`config.mk`:
```
export PLATFORM = sky130hd
export DESIGN_NAME = reg_file
export DESIGN_NICKNAME = d
export VERILOG_FILES = /design/src/arm_mem_pkg.sv /design/src/reg_file.sv
export SDC_FILE = /design/constraint.sdc
export NUM_CORES = 1
export LEC_CHECK = 0
export BUFFER_PORTS_ARGS = -buffer_cell sky130_fd_sc_hd__buf_2
export CAP_MARGIN = 20
export CORE_MARGIN = 4
export CORE_UTILIZATION = 59
export DETAILED_ROUTE_END_ITERATION = 6
export PLACE_DENSITY = 0.76
export SYNTH_ARGS = -nofsm -noshare
export SYNTH_HDL_FRONTEND = slang
export SYNTH_SLANG_ARGS = --single-unit
```
`constraint.sdc`:
```
create_clock -name clk -period 3.18 [get_ports clk]
set_clock_uncertainty 0.2 [all_clocks]
set_input_delay 0.636 -clock clk [delete_from_list [all_inputs] [get_ports clk]]
set_output_delay 0.636 -clock clk [all_outputs]
set_load 0.02 [all_outputs]
```
`src/arm_mem_pkg.sv`:
```
`default_nettype none

package arm_mem_pkg;

	typedef logic [31:0] word_t;
	typedef logic [3:0] reg_num_t;
	typedef logic [15:0] reg_list_t;

	typedef enum logic [1:0] {
		cls_none,
		cls_single,
		cls_swap,
		cls_block
	} mem_class_t;

	// ------------------------------------------------------------
	// instruction fields
	// ------------------------------------------------------------
	localparam int bit_load      = 20;
	localparam int bit_writeback = 21;
	localparam int bit_byte      = 22;
	localparam int bit_up        = 23;
	localparam int bit_pre       = 24;

	localparam int rd_hi = 15;
	localparam int rd_lo = 12;
	localparam int rn_hi = 19;
	localparam int rn_lo = 16;

	// class patterns, compared as (insn & mask) == match
	localparam word_t single_mask  = 32'h0c00_0000;
	localparam word_t single_match = 32'h0400_0000;
	localparam word_t block_mask   = 32'h0e00_0000;
	localparam word_t block_match  = 32'h0800_0000;
	localparam word_t swap_mask    = 32'h0fb0_0ff0;
	localparam word_t swap_match   = 32'h0100_0090;

	typedef enum logic {sgl_xfer, sgl_wb} single_state_t;
	typedef enum logic {swp_rd, swp_wr} swap_state_t;
	typedef enum logic [1:0] {blk_load_list, blk_transfer, blk_wb} block_state_t;

endpackage

`default_nettype wire

```
`src/reg_file.sv`:
```
`default_nettype none

module reg_file (
	input  wire                        clk,
	input  wire                        rst_n,
	input  wire arm_mem_pkg::reg_num_t st_read,
	output arm_mem_pkg::word_t         st_data,
	input  wire                        we,
	input  wire arm_mem_pkg::reg_num_t wnum,
	input  wire arm_mem_pkg::word_t    wdata
);

	arm_mem_pkg::word_t regs [16];

	assign st_data = regs[st_read]; // store data read port

	always_ff @(posedge clk or negedge rst_n) begin
		if (!rst_n) begin
			for (int i = 0; i < 16; i++) begin
				regs[i] <= '0;
			end
		end else if (we) begin
			regs[wnum] <= wdata;
		end
	end

endmodule

`default_nettype wire

```
==> flow_summary.ini <==
[timing]
report.final.slew_viol_count = 0
setup_viol = 0
tightest_slew_ns = 0.966
fmax_mhz = 324
max_slew_margin = 0.356
holdWs_ns = 0.278
fin_setup_tns_ns = 0
rsz0062_at_grt = no
hold_violations = 0
post-route-period-util = 0.971
period_needed_ns = 3.09
final.setup.worst_slack_ns = 0.0907

[logic_synthesis]
syn-num-nets = 1447
syn_inst = 1404
synth_top_area_frac = 0.563
netlist_area_sq_mm = 0.0228
seq_area_frac_synth = 0.563
synth.ff_latch_count = 512
synth_warnings = 0
yosysTopAreaCell = dfrtp_1
avgSynthCellArea_sq_um = 16.2
synthTopCellsByArea = dfrtp_1 56%, mux2_2 25%, mux4_2 13%
synth_cell_types = 19

[grt]
grt_util_all_layers = 0.263
grt_overflow = 0
grt_pass1_vias = 14000
grt_pass1_wl_mm = 84.3
antenna_found_initial = 5
grt_max_degree = 72

[clock_tree]
clock-root-buffer = clkbuf_16
cts_made_buffers = 52
htree_levels = 2
cts_tree = built
clk_latency_ns = 0.58
clock_path_buffers = 3
clk_pin_slew_ns = 0.06
postCtsSetupBuffers = 0
cts.sinks = 512

[critical_path]
cp_slowest_cell = and2_2
crit_path_max_incr_delay_ns = 0.81
end_kind = output pin
cp_max_fo = 25
cp_top_family = simple AND/OR/NAND/NOR gates
required_ns = 2.34
crit_top_cell = buf_2
crit_type = input port to output pin
critPathArrivalTime_ns = 2.25
start_kind = input port
crit_chain = buf_2 -> and2_2 -> buf_4 -> a22oi_1 -> nand2_1 -> buf_2
cp_num_buf_inv = 3

[die]
die-area_sq_mm = 0.0418
num_rows = 71
ios = 75
initial_utilization = 0.602
core_area_sq_mm = 0.0378
fp.dieH_um = 204
die_w_um = 204

[route]
via_per_inst = 6.36
drt_iter0_drc = 823
drc = 0
wire_per_inst_um = 26.2
drt_wl_total_mm = 52.8
antenna_left = 0
dr.pass1.iters = 4
vias = 12800

[placement]
io_buffer_count = 74
place_congestion = 0.733
dp_slack_ns = 0.0824
dp.final_hpwl_mm = 30.1

[final_layout]
area.growth.synth_to_final_pct = 13.7
regMostFlops = regs
drive_above_1_share = 0.574
largest_reg_flops = 512
nets = 1507
largest_registers = regs: 512 flops

[power_and_ir_drop]
power.density_mw_per_mm2 = 704
irDropWorstVdd_uv = 536
leakagePower_nw = 11.1
total_power_w = 0.0182

[run_status]
status = finished, final reports clean

[run]
drv_cap = 0

[hold_path]
hold_path_class = input port to flop
[cell usage after synthesis]
| master | n |
|---|---|
| dfrtp_1 | 512 |
| mux2_2 | 499 |
| mux4_2 | 128 |
| clkbuf_1 | 65 |
| a22oi_1 | 64 |
| buf_2 | 61 |
| nand2_1 | 34 |
| mux2_1 | 13 |
| nor2_1 | 7 |
| nor3_1 | 6 |
| nand2b_1 | 3 |
| nand3_1 | 2 |
| nand3b_1 | 2 |
| nor2b_1 | 2 |
| or3_1 | 2 |
| and2_1 | 1 |
| buf_1 | 1 |
| nor4_2 | 1 |
| or4_1 | 1 |
[routing by layer]
metal	GRT usage	vias to the layer above	wire length [um]	share of wire
met4	0.0665	2	1150	0.022
met1	0.380	7045	22900	0.43
met2	0.433	312	26400	0.50
met3	0.0354	79	2320	0.044
li1	-	5384	-	-
met5	0	-	14	0.00027
[logic make-up after synthesis]
group | synth area share
muxes | 0.380
DFF | 0.563
buffers and inverters | 0.0243
AOI/OAI and AO/OA | 0.0211
and+or+nand+nor | 0.0123
[layout by cell type (no fill, tap or decap), drive strengths merged, types with 3 or more instances in the layout]
| cell type | instances |
|---|---|
| dfrtp | 512 |
| mux2 | 512 |
| buf | 132 |
| mux4 | 128 |
| clkbuf | 74 |
| a22oi | 64 |
| nand2 | 34 |
| clkinv | 14 |
| nor2 | 7 |
| nor3 | 6 |
| bufinv | 4 |
| nand2b | 3 |
[what timing repair did]
item,CTS,global route
hold buffers,1,0
resized for setup,0,0
endpoints found under the hold margin,61,0
[metrics by stage]
| step | cell area [sq um] | util | std cells |
|---|---|---|---|
| global route | 25900 | 0.684 | 2015 |
| floorplan | 22800 | - | 1404 |
| CTS | 25900 | 0.684 | 2013 |
| detailed placement | 24100 | 0.638 | 1920 |
| global placement | 24100 | 0.638 | 1920 |
| finish | 25900 | 0.684 | 2015 |
[power by group]
part           switching (W)  internal [W]  leakage [nW]  total (W)
Combinational        0.00126       0.00201          4.00    0.00327
Clock                0.00251       0.00367         0.869    0.00618
Sequential          0.000749       0.00803          6.28    0.00878
[final timing paths]
path	slack [ns]	cells after the start	end	startpoint
max	0.09	6	st_data[24]	st_read[2]
min	0.28	2	regs[196]	wdata[4]
max reg2reg	2.19	1	regs[486]	regs[486]
min reg2reg	0.28	1	regs[89]	regs[89]
max in group asynchronous	1.52	3	regs[505]	rst_n
min in group asynchronous	0.44	2	regs[103]	rst_n
[layout make-up]
class | count | area, sq um
sequential | 512 | 12800
fill | 2563 | 12000
clock inverter | 18 | 201
timing repair buffer | 133 | 1180
antenna | 2 | 5.00
multi-input combinational | 765 | 9520
tap | 511 | 639
clock buffer | 74 | 1540
No activity file was read; power rests on OpenSTA's default activity.
